<file path="src/design/pps_sync_pkg.sv">
// ##########################################################
// pps sync package
// timing constants and word types shared by the
// pps-disciplined sample clock generator
// ##########################################################

package pps_sync_pkg;

  // simulation scaling: 4000 clocks per second, 100 sync periods
  localparam int pps_period_cycles = 4000; // nominal clocks between pps edges
  localparam int pps_tol_cycles    = 20;   // +- accepted interval deviation
  localparam int sync_div          = 40;   // clocks per sync period
  localparam int corr_step         = 2;    // max phase correction per good pps

  // consecutive good, zero-phase edges before pps_valid goes high
  localparam int lock_count        = 3;

  // phase word must hold 0..sync_div-1 with headroom
  localparam int phase_w           = 8;

  // interval counter saturates at 8191, well above the window
  localparam int interval_w        = 13;

  typedef logic [phase_w-1:0]    phase_t;    // sync phase
  typedef logic [interval_w-1:0] interval_t; // clocks since last pps edge

endpackage

</file>
<file path="src/design/pps_event_if.sv">
// ##########################################################
// pps event interface
// qualified pps edge and nudge strobes, decode to execute
// ##########################################################

`timescale 1ns/10ps

interface pps_event_if;

  logic pps_edge;   // synchronized pps rise, one cycle
  logic edge_ok;    // interval in window, valid with pps_edge
  logic nudge_up;   // faster button pressed
  logic nudge_down; // slower button pressed

  modport decode
  (
    output pps_edge,
    output edge_ok,
    output nudge_up,
    output nudge_down
  );

  modport execute
  (
    input pps_edge,
    input edge_ok,
    input nudge_up,
    input nudge_down
  );

  // output stage only cares about edge quality
  modport result
  (
    input pps_edge,
    input edge_ok
  );

endinterface

</file>
<file path="src/design/sync_phase_if.sv">
// ##########################################################
// sync phase interface
// tick, running phase and pps capture, execute to result
// ##########################################################

`timescale 1ns/10ps

interface sync_phase_if;
  import pps_sync_pkg::*;

  logic   tick;           // phase wrapped to zero
  phase_t phase;          // running phase, 0..sync_div-1
  logic   capture;        // one cycle after pps_edge
  phase_t captured_phase; // phase at the edge cycle

  // phase is read back by the counter itself
  modport execute
  (
    output tick,
    output phase,
    output capture,
    output captured_phase
  );

  modport result
  (
    input tick,
    input capture,
    input captured_phase
  );

endinterface

</file>
<file path="src/design/pps_qualifier.sv">
// ##########################################################
// pps qualifier
// synchronizes pps and nudge buttons, makes rise strobes
// and judges the pps interval against the tolerance window
// ##########################################################

`timescale 1ns/10ps

module pps_qualifier
(
  input  logic         clk,
  input  logic         reset,
  input  logic         pps,    // rising edge sensitive
  input  logic         faster, // nudge button
  input  logic         slower, // nudge button
  pps_event_if.decode  ev
);
  import pps_sync_pkg::*;

  // bit 0 pps, bit 1 faster, bit 2 slower
  logic [2:0] in_s1;     // first synchronizer stage
  logic [2:0] in_s2;     // second synchronizer stage
  logic [2:0] in_s3;     // previous synchronized level
  logic [2:0] rise;

  interval_t  ivl_cnt;   // clocks since last pps rise
  logic       seen_edge; // at least one pps rise since reset
  logic       in_window;

  assign rise = in_s2 & ~in_s3;

  // 3980..4020 accepted
  assign in_window = (ivl_cnt >= interval_t'(pps_period_cycles - pps_tol_cycles)) &&
                     (ivl_cnt <= interval_t'(pps_period_cycles + pps_tol_cycles));

  // two-flop synchronizers plus one level for edge detect
  always_ff @(posedge clk)
  begin
    if (reset)
    begin
      in_s1 <= '0;
      in_s2 <= '0;
      in_s3 <= '0;
    end
    else
    begin
      in_s1 <= {slower, faster, pps};
      in_s2 <= in_s1;
      in_s3 <= in_s2;
    end
  end

  // interval counter, restarts at each pps rise
  always_ff @(posedge clk)
  begin
    if (reset)
    begin
      ivl_cnt   <= '0;
      seen_edge <= 1'b0;
    end
    else
    begin
      if (rise[0])
        ivl_cnt <= interval_t'(1); // rise cycle counts as 0
      else if (ivl_cnt != '1)
        ivl_cnt <= ivl_cnt + interval_t'(1); // saturate on lost pps
      if (rise[0])
        seen_edge <= 1'b1;
    end
  end

  // registered strobes, 3 cycles after the input rise
  always_ff @(posedge clk)
  begin
    if (reset)
    begin
      ev.pps_edge   <= 1'b0;
      ev.edge_ok    <= 1'b0;
      ev.nudge_up   <= 1'b0;
      ev.nudge_down <= 1'b0;
    end
    else
    begin
      ev.pps_edge   <= rise[0];
      // first edge has no measured interval
      ev.edge_ok    <= rise[0] & seen_edge & in_window;
      ev.nudge_up   <= rise[1];
      ev.nudge_down <= rise[2];
    end
  end

endmodule

</file>
<file path="src/design/pps_sync_top.sv">
// ##########################################################
// pps sync top
// pps-disciplined sample clock: qualifier, phase counter
// and output stage
// ##########################################################

`timescale 1ns/10ps

module pps_sync_top
(
  input  logic                 clk,
  input  logic                 reset,
  input  logic                 pps,       // gps pps, rising edge
  input  logic                 faster,    // nudge sync earlier
  input  logic                 slower,    // nudge sync later
  output logic                 sync_out,  // sample clock to sensor
  output logic                 pps_valid, // locked to pps
  output pps_sync_pkg::phase_t phase      // phase at last pps
);

  pps_event_if  ev_if ();
  sync_phase_if sp_if ();

  // decode, input qualification
  pps_qualifier u_qualifier
  (
    .clk    (clk),
    .reset  (reset),
    .pps    (pps),
    .faster (faster),
    .slower (slower),
    .ev     (ev_if.decode)
  );

  // execute, phase counter with correction
  sync_phase_counter u_phase_counter
  (
    .clk   (clk),
    .reset (reset),
    .ev    (ev_if.execute),
    .sp    (sp_if.execute)
  );

  // result, sync shaping and lock
  sync_output_stage u_output_stage
  (
    .clk       (clk),
    .reset     (reset),
    .ev        (ev_if.result),
    .sp        (sp_if.result),
    .sync_out  (sync_out),
    .pps_valid (pps_valid),
    .phase     (phase)
  );

endmodule

</file>
<file path="src/design/sync_output_stage.sv">
// ##########################################################
// sync output stage
// shapes the sync square wave, tracks pps lock and holds
// the phase captured at the last pps edge
// ##########################################################

`timescale 1ns/10ps

module sync_output_stage
(
  input  logic                 clk,
  input  logic                 reset,
  pps_event_if.result          ev,
  sync_phase_if.result         sp,
  output logic                 sync_out,  // drdy/sync pin
  output logic                 pps_valid, // lock flag
  output pps_sync_pkg::phase_t phase      // phase at last pps
);
  import pps_sync_pkg::*;

  phase_t hi_cnt;   // remaining high cycles after this one
  phase_t lock_cnt; // consecutive good zero-phase edges
  logic   ok_hold;  // edge_ok kept until capture
  logic   good_cap;

  assign good_cap = ok_hold && (sp.captured_phase == '0);

  // 50 % square wave, high for sync_div/2 cycles after tick
  always_ff @(posedge clk)
  begin
    if (reset)
    begin
      sync_out <= 1'b0;
      hi_cnt   <= '0;
    end
    else if (sp.tick)
    begin
      sync_out <= 1'b1;
      hi_cnt   <= phase_t'(sync_div / 2 - 1);
    end
    else if (hi_cnt != '0)
      hi_cnt <= hi_cnt - phase_t'(1);
    else
      sync_out <= 1'b0;
  end

  // edge quality, one cycle ahead of capture
  always_ff @(posedge clk)
  begin
    if (reset)
      ok_hold <= 1'b0;
    else if (ev.pps_edge)
      ok_hold <= ev.edge_ok;
  end

  // lock tracking and phase report
  always_ff @(posedge clk)
  begin
    if (reset)
    begin
      phase     <= '0;
      lock_cnt  <= '0;
      pps_valid <= 1'b0;
    end
    else if (sp.capture)
    begin
      phase <= sp.captured_phase;
      if (good_cap)
      begin
        if (lock_cnt != phase_t'(lock_count))
          lock_cnt <= lock_cnt + phase_t'(1); // saturate at lock_count
        if (lock_cnt >= phase_t'(lock_count - 1))
          pps_valid <= 1'b1;
      end
      else
      begin
        // bad interval or phase off zero
        lock_cnt  <= '0;
        pps_valid <= 1'b0;
      end
    end
  end

endmodule

</file>
<file path="src/design/sync_phase_counter.sv">
// ##########################################################
// sync phase counter
// divides clk into sync periods, captures phase at pps and
// steers it toward zero by bounded holds and advances
// ##########################################################

`timescale 1ns/10ps

module sync_phase_counter
(
  input  logic          clk,
  input  logic          reset,
  pps_event_if.execute  ev,
  sync_phase_if.execute sp
);
  import pps_sync_pkg::*;

  // positive: advance cycles, negative: hold cycles
  typedef logic signed [phase_w:0] corr_t;

  corr_t  pend;      // pending correction
  corr_t  pend_left; // pending after this cycle's step
  corr_t  pps_corr;  // correction from the phase at this edge
  corr_t  pend_d;
  phase_t phase_d;
  logic   wrap;

  // error is the phase seen at the pps edge
  always_comb
  begin
    int err;
    int step;
    err = int'(sp.phase);
    if (err == 0)
      step = 0; // on time
    else if (err < sync_div / 2)
      step = -((err < corr_step) ? err : corr_step); // sync early, hold
    else
      step = ((sync_div - err) < corr_step) ? (sync_div - err) : corr_step; // late
    pps_corr = corr_t'(step);
  end

  // phase step for this cycle
  always_comb
  begin
    phase_d   = sp.phase + phase_t'(1);
    pend_left = pend;
    wrap      = (sp.phase == phase_t'(sync_div - 1));
    if (pend > 0)
    begin
      // advance, step by two and tick once on wrap
      pend_left = pend - corr_t'(1);
      wrap      = (sp.phase >= phase_t'(sync_div - 2));
      if (wrap)
        phase_d = sp.phase + phase_t'(2) - phase_t'(sync_div);
      else
        phase_d = sp.phase + phase_t'(2);
    end
    else if (pend < 0)
    begin
      pend_left = pend + corr_t'(1);
      phase_d   = sp.phase; // hold, no advance
      wrap      = 1'b0;
    end
    else if (wrap)
      phase_d = '0;
  end

  // new pps correction replaces, nudges accumulate
  always_comb
  begin
    if (ev.pps_edge && ev.edge_ok)
      pend_d = pps_corr;
    else
      pend_d = pend_left;
    if (ev.nudge_up)
      pend_d = pend_d + corr_t'(1);
    if (ev.nudge_down)
      pend_d = pend_d - corr_t'(1);
  end

  always_ff @(posedge clk)
  begin
    if (reset)
    begin
      sp.phase   <= '0;
      sp.tick    <= 1'b0;
      sp.capture <= 1'b0;
      pend       <= '0;
    end
    else
    begin
      sp.phase   <= phase_d;
      sp.tick    <= wrap;        // high while phase shows the wrapped value
      sp.capture <= ev.pps_edge; // good or bad edge both reported
      pend       <= pend_d;      // applies from the next cycle
    end
  end

  // phase as seen in the edge cycle
  always_ff @(posedge clk)
  begin
    if (ev.pps_edge)
      sp.captured_phase <= sp.phase;
  end

endmodule

</file>
<file path="config.mk">
export PLATFORM = sky130hd
export DESIGN_NAME = pps_sync_top
export DESIGN_NICKNAME = d
export VERILOG_FILES = /design/src/design/pps_sync_pkg.sv /design/src/design/pps_event_if.sv /design/src/design/sync_phase_if.sv /design/src/design/pps_qualifier.sv /design/src/design/pps_sync_top.sv /design/src/design/sync_output_stage.sv /design/src/design/sync_phase_counter.sv
export SDC_FILE = /design/constraint.sdc
export NUM_CORES = 1
export LEC_CHECK = 0
export BUFFER_PORTS_ARGS = -buffer_cell sky130_fd_sc_hd__buf_2
export CAP_MARGIN = 10
export CORE_ASPECT_RATIO = 1.75
export CORE_UTILIZATION = 57
export DETAILED_ROUTE_END_ITERATION = 10
export PLACE_DENSITY = 0.82
export SYNTH_ARGS = -nofsm -noshare
export SYNTH_HDL_FRONTEND = slang
export SYNTH_HIERARCHICAL = 1
export SYNTH_SLANG_ARGS = --single-unit
</file>
<file path="constraint.sdc">
create_clock -name clk -period 4 [get_ports clk]
set_input_delay 0.8 -clock clk [delete_from_list [all_inputs] [get_ports clk]]
set_output_delay 0.8 -clock clk [all_outputs]
set_load 0.005 [all_outputs]
</file>
# Word level (Yosys, flattened, before mapping)
# Cells that the tools add are included.
[classes] add_sub_neg=12 order_cmp=9 eq_ne=7 muxes=25 n_bitwise=4 n_reduce_logical=12
[op_table] op="2-to-1 mux 9 bit" count=8
[op_table] op="2-to-1 mux 8 bit" count=7
[op_table] op="adder 9 x 2 -> 9 bit, second input constant" count=2
[op_table] op="subtractor 9 x 2 -> 9 bit, second input constant" count=2
[op_table] op="adder 8 x 1 -> 8 bit, second input constant" count=2
[op_table] op="logical NOT 8 bit" count=2
[op_table] op="adder 13 x 1 -> 13 bit, second input constant" count=1
[op_table] op="greater-or-equal comparator 13 x 12 -> 1 bit, second input constant" count=1
[op_table] op="less-or-equal comparator 13 x 12 -> 1 bit, second input constant" count=1
[op_table] op="inequality test 13 bit, second input constant" count=1
[op_table] op="2-to-1 mux 5 bit" count=2
[op_table] op="greater-than comparator 9 x 1 -> 1 bit, second input constant" count=1
[op_table] op="< comparator 9 x 1 -> 1 bit, second input constant" count=1
[op_table] op="< comparator 9 x 3 -> 1 bit, second input constant" count=1
[op_table] op="negation 9 bit" count=1
[op_table] op="subtractor 6 x 8 -> 9 bit, first input constant" count=1
[op_table] op="adder 8 x 2 -> 8 bit, second input constant" count=1
[op_table] op="equality test 8 x 6 -> 1 bit, second input constant" count=1
[op_table] op="greater-or-equal comparator 8 x 2 -> 1 bit, second input constant" count=1
[op_table] op="greater-or-equal comparator 8 x 6 -> 1 bit, second input constant" count=1
[op_table] op="< comparator 8 x 2 -> 1 bit, second input constant" count=1
[op_table] op="< comparator 8 x 5 -> 1 bit, second input constant" count=1
[op_table] op="2-to-1 mux 1 bit" count=8
[op_table] op="inequality test 8 x 2 -> 1 bit, second input constant" count=1
[op_table] op="other kinds (12)" count=20
[totals] reg_bits=81 input_bits=5

# Longest topological paths before layout
[logic_depth] depth_word=10 mapped_depth=21 depth_no_buf=20

# Modules after synthesis
# Netlist, hierarchy kept.
[by_module_without_submodules] mod="sync_phase_counter" instances=1 cells_per_inst=323 area_each_um2=2561.2 seq_area_each_um2=620.6
[by_module_without_submodules] mod="sync_output_stage" instances=1 cells_per_inst=133 area_each_um2=1223.7 seq_area_each_um2=540.5
[by_module_without_submodules] mod="pps_qualifier" instances=1 cells_per_inst=111 area_each_um2=1123.6 seq_area_each_um2=540.5

# Worst setup path after synthesis
# Ideal clock, no wire load.
[synth_path] path_kind="flip-flop to flip-flop" from="reg u_phase_counter.sp.phase[0]" to="reg u_phase_counter.pend[8]" setup_time_ns=0.070 arrival_ns=4.138 required_time_ns=3.930 slack_ns=-0.207 path_stages_with_launch=19 path_buffers=1 path_cell_list="dfxtp_1 -> buf_2 -> inv_1 -> ha_1 -> nor2b_1 -> o31ai_1 -> nand2b_1 -> or3_1 -> ha_1 -> o311a_1 -> or2_2 -> ha_1 -> nand2_1 -> a21oi_2 -> nor4_1 -> o21ai_0 -> mux2_2 -> or3_1 -> a21oi_1"
[synth_via] elab_chain_len=10 word_cells_on_any_way=15 classes_between="add/sub (4); order compare (3); mux (7); reduce/logical (1)"
[synth_lines] element="from (decl)" line="sync_phase_if.sv:20" rtl="output phase,"
[synth_lines] element="from (signal assigned)" line="sync_phase_counter.sv:93" rtl="sp.phase <= phase_d;"
[synth_lines] element="subtractor 6 x 8 -> 9 bit / < comparator 8 x 2 -> 1 bit (equally long branches)" line="sync_phase_counter.sv:39, sync_phase_counter.sv:37"
[synth_lines] element="< comparator 9 x 3 -> 1 bit / 2-to-1 mux 8 bit (equally long branches)" line="sync_phase_counter.sv:39, sync_phase_counter.sv:37"
[synth_lines] element="2-to-1 mux 9 bit / negation 9 bit (equally long branches)" line="sync_phase_counter.sv:39, sync_phase_counter.sv:37"
[synth_lines] element="2-to-1 mux 9 bit" line="sync_phase_counter.sv:36" rtl="else if (err < sync_div / 2)"
[synth_lines] element="2-to-1 mux 9 bit (*)" line="sync_phase_counter.sv:34" rtl="if (err == 0)"
[synth_lines] element="2-to-1 mux 9 bit (*)" line="sync_phase_counter.sv:72" rtl="if (ev.pps_edge && ev.edge_ok)"
[synth_lines] element="adder 9 x 2 -> 9 bit" line="sync_phase_counter.sv:77" rtl="pend_d = pend_d + corr_t'(1);"
[synth_lines] element="2-to-1 mux 9 bit (*)" line="sync_phase_counter.sv:76" rtl="if (ev.nudge_up)"
[synth_lines] element="subtractor 9 x 2 -> 9 bit" line="sync_phase_counter.sv:79" rtl="pend_d = pend_d - corr_t'(1);"
[synth_lines] element="2-to-1 mux 9 bit (*)" line="sync_phase_counter.sv:78" rtl="if (ev.nudge_down)"
[synth_lines] element="to (signal assigned)" line="sync_phase_counter.sv:96" rtl="pend <= pend_d;"
[synth_lines] element="to (decl)" line="sync_phase_counter.sv:21" rtl="corr_t pend;"
# Mark *: on every way between the ends. The rest lies on a longest branch, timed or not.
# A chain may end at the register's enable or synchronous reset.

# Worst setup path after layout
# Same ends and word-level chain as after synthesis.

==> out/results.ini <==
[logic_synthesis]
synth_top_family_by_area=simple AND/OR/NAND/NOR gates
ys.flop_type=dfxtp_1
netlist_instances=567
ys_async_sr_fraction_pct=0
synth_seq_cells=81
yosysTopAreaCellShare_pct=29.8
synth_commonest_cells=75 x nor2_1, 73 x dfxtp_1, 37 x nand2_1
yosys.area_share.simple_pct=27.2
synth.area.mux_share_pct=3.52
yosysMostFrequentCell=nor2_1
ys_types=75
yosys.area_share.adder_pct=4.33
yosysTopAreaCell=dfxtp_1
synth_compound_area_share_pct=17.7
yosysWarnings=6
synth_area_sq_um=4910
ys_top_cells_by_area=dfxtp_1 30%, nor2_1 5.7%, xnor2_1 5.5%, edfxtp_1 4.9%, ha_1 4.3%
syn_nets=589
avgSynthCellArea_sq_um=8.66
synth_xor_area_share_pct=7.49
ys_seq_area_share_pct=34.7
synth-edff-count=8

[timing]
tightest_slew_ns=0.714
setup_tns_ns=0
setup_viol=0
clock_skew_ns=0.00924
timing.fmax_mhz=258
min_period_ns=3.87
slew_headroom_pct=52.4
rsz0062_at_grt=yes
final_max_slew_viol_count=0
hold_viol_final=0
min_period_over_period_pct=96.8

[cells_and_area]
fillCellCount=630
area_growth_pct=16.1
seq_area_sq_um=1710
diodes=0
stdcell_count=715
fin_area_sq_um=5700
drive_gt1_share_pct=20.0
multi_input_area_sq_um=3130
fin_nets=617

[drt]
wl_met3_um=488
m1WireLength_um=4430
ant_nets=0
vias=4375
drtPass1Iterations=5
wire_per_inst_um=17.2
drcViolationCount=0
drt-vias-per-instance=6.12
wl_met2_um=6580
highest_layer=met4
drt_iter0_drc=428
routed_wl_um=12300

[place]
place_inst=695
placed_area_sq_um=5210
dpl.hpwl_um=8930
place_congestion=1.02
numPortBuffers=14

[power]
seqPwrFrac_pct=26.0
finalPower_uw=4360
combPwrFrac_pct=53.9
switchingPower_uw=1810
intPower_uw=2550
pwr_density_cell_nw_per_um2=765
leakagePower_uw=0.00221
swShare_pct=41.5
clkPwrFrac_pct=20.1
ir_drop_mv=0.337

[clocking]
root_buffer=clkbuf_16
cts-buffers-inserted=9
hold_buffers=0
h-tree-depth=3
cts_tree=yes
cts_buffer_depth=2
clkSinkCount=81
path_clk_slew_ns=0.07
clk_latency_ns=0.34

[floorplanning]
core-area_sq_um=8310
die_w_um=72.2
pin_count=15
row_count=44
die_area_sq_um=9000
start_util_pct=59.0
die_h_um=125

[worst_setup_path]
cp_data_arrival_time_ns=4.14
required_ns=4.27
worstSetupPathType=flip-flop to flip-flop
slowest_delay_ns=0.40
worst-path-max-fanout=6
cpMostUsedCell=ha_4
worst_setup_path_end_kind=flip-flop
cp-start-kind=flip-flop
cp_cell_sequence=inv_4 -> ha_4 -> nor2b_4 -> and4b_1 -> a21oi_1 -> or3_4 -> ha_4 -> o311a_1 -> or2_4 -> ha_4 -> mux2i_2 -> ha_2 -> nand2_2 -> o21bai_4 -> or3_4 -> a21oi_2
crit_slowest_cell=or3_4

[global_route]
antenna_found_initial=0
gr-total-overflow=0
grt_max_degree=37
grt_pass1_wl_um=20100
grt_usage_pct=28.5
grt_pass1_vias=4387

[run]
drv_cap=0

[worst_hold_path]
hp-class=flip-flop to flip-flop

[outcome]
outcome=completed

==> worst max-delay path: cells and delay by family (launching register included) <==
family | cells | cell delay, ns
AO/OA/AOI/OAI | 4 | 0.74
adder cells (fa/ha/maj) | 4 | 0.83
multiplexers | 1 | 0.20
buffers and inverters | 1 | 0.08
AND/OR/NAND/NOR | 6 | 1.57
flip-flops | 1 | 0.38
==> placed cells by master, fill, tap and decap left out, types with 4 or more instances in the layout <==
cell       instances
a21oi_1           24
mux2i_1           13
nor3_1            19
buf_2             14
nand4_1           11
o21a_1             8
ha_4               4
xnor2_1           30
ha_1              12
xor2_1            11
and3_1             6
a21o_1             4
a2111oi_0          4
inv_1             19
a31oi_1            6
and4_1             5
nand2b_1           5
o211a_1            4
nand2_1           35
clkbuf_16         10
buf_4             31
nand3_1           17
nor4_4             4
o21ai_0           19
dfxtp_1           69
nor4_1             6
edfxtp_1           8
nor2_1            75
or3_1              4
nor2b_1           17
==> metrics by stage <==
step	setup slack, ns	utilization, %	hold slack, ns
final	0.130	68.5	0.398
after global routing	-0.0381	68.5	0.409
after CTS	0.0124	66.9	0.403
after detailed placement	-0.113	62.6	0.384
after global placement	-0.0371	62.6	0.381
after floorplan	0.0102	-	0.367
==> power groups by stage <==
stage	Clock [uW]	Combinational [uW]	Sequential (uW)
finish	877	2350	1130
global route	937	2540	1150
CTS	889	2150	1120
detailed placement	0	2100	1140
global placement	0	2030	1130
floorplan	0	1630	1060
==> sequential cells by signal, summed over array words and instances (netlist names), 3 cells and up <==
name                               count
u_output_stage/hi_cnt                  8
u_output_stage/lock_cnt                8
u_output_stage/phase                   8
u_phase_counter/pend                   9
u_phase_counter/sp.captured_phase      8
u_phase_counter/sp.phase               8
u_qualifier/in_s1                      3
u_qualifier/in_s2                      3
u_qualifier/in_s3                      3
u_qualifier/ivl_cnt                   13
==> layout make-up <==
| type | instances | share of cell area, % |
|---|---|---|
| clock buffer | 11 | 4.46 |
| clock inverter | 5 | 1.19 |
| inverter | 23 | 1.60 |
| multi-input combinational | 435 | 54.9 |
| sequential | 81 | 30.0 |
| tap | 115 | 2.53 |
| timing repair buffer | 45 | 5.32 |
==> per-layer routing <==
metal,GRT usage (%),vias up
li1,-,2092
met1,27.3,2051
met5,0,-
met3,5.26,59
met2,52.6,173
met4,19.1,0
==> cells by family after synthesis <==
group	count (synthesis)
AND/OR/NAND/NOR	239
AO/OA/AOI/OAI	120
flip-flops	81
buffers and inverters	51
XOR/XNOR	42
multiplexers	17
adder cells (fa/ha/maj)	17
==> final timing paths <==
check                         startpoint  cells after the start  slack [ns]                 endpoint
min reg2reg         u_qualifier/in_s3[1]                      1        0.40  u_qualifier/ev.nudge_up
min                 u_qualifier/in_s3[1]                      1        0.40  u_qualifier/ev.nudge_up
max          u_phase_counter/sp.phase[0]                     16        0.13  u_phase_counter/pend[8]
max reg2reg  u_phase_counter/sp.phase[0]                     16        0.13  u_phase_counter/pend[8]
==> timing repair <==
action                                  in CTS  in global routing
endpoints found under the setup margin       5                  6
cloned                                       0                  0
resized for setup                            4                 29
pin swaps                                    3                  6
setup buffers                                3                  1
Note: power is estimated with default switching activity, not from simulation.
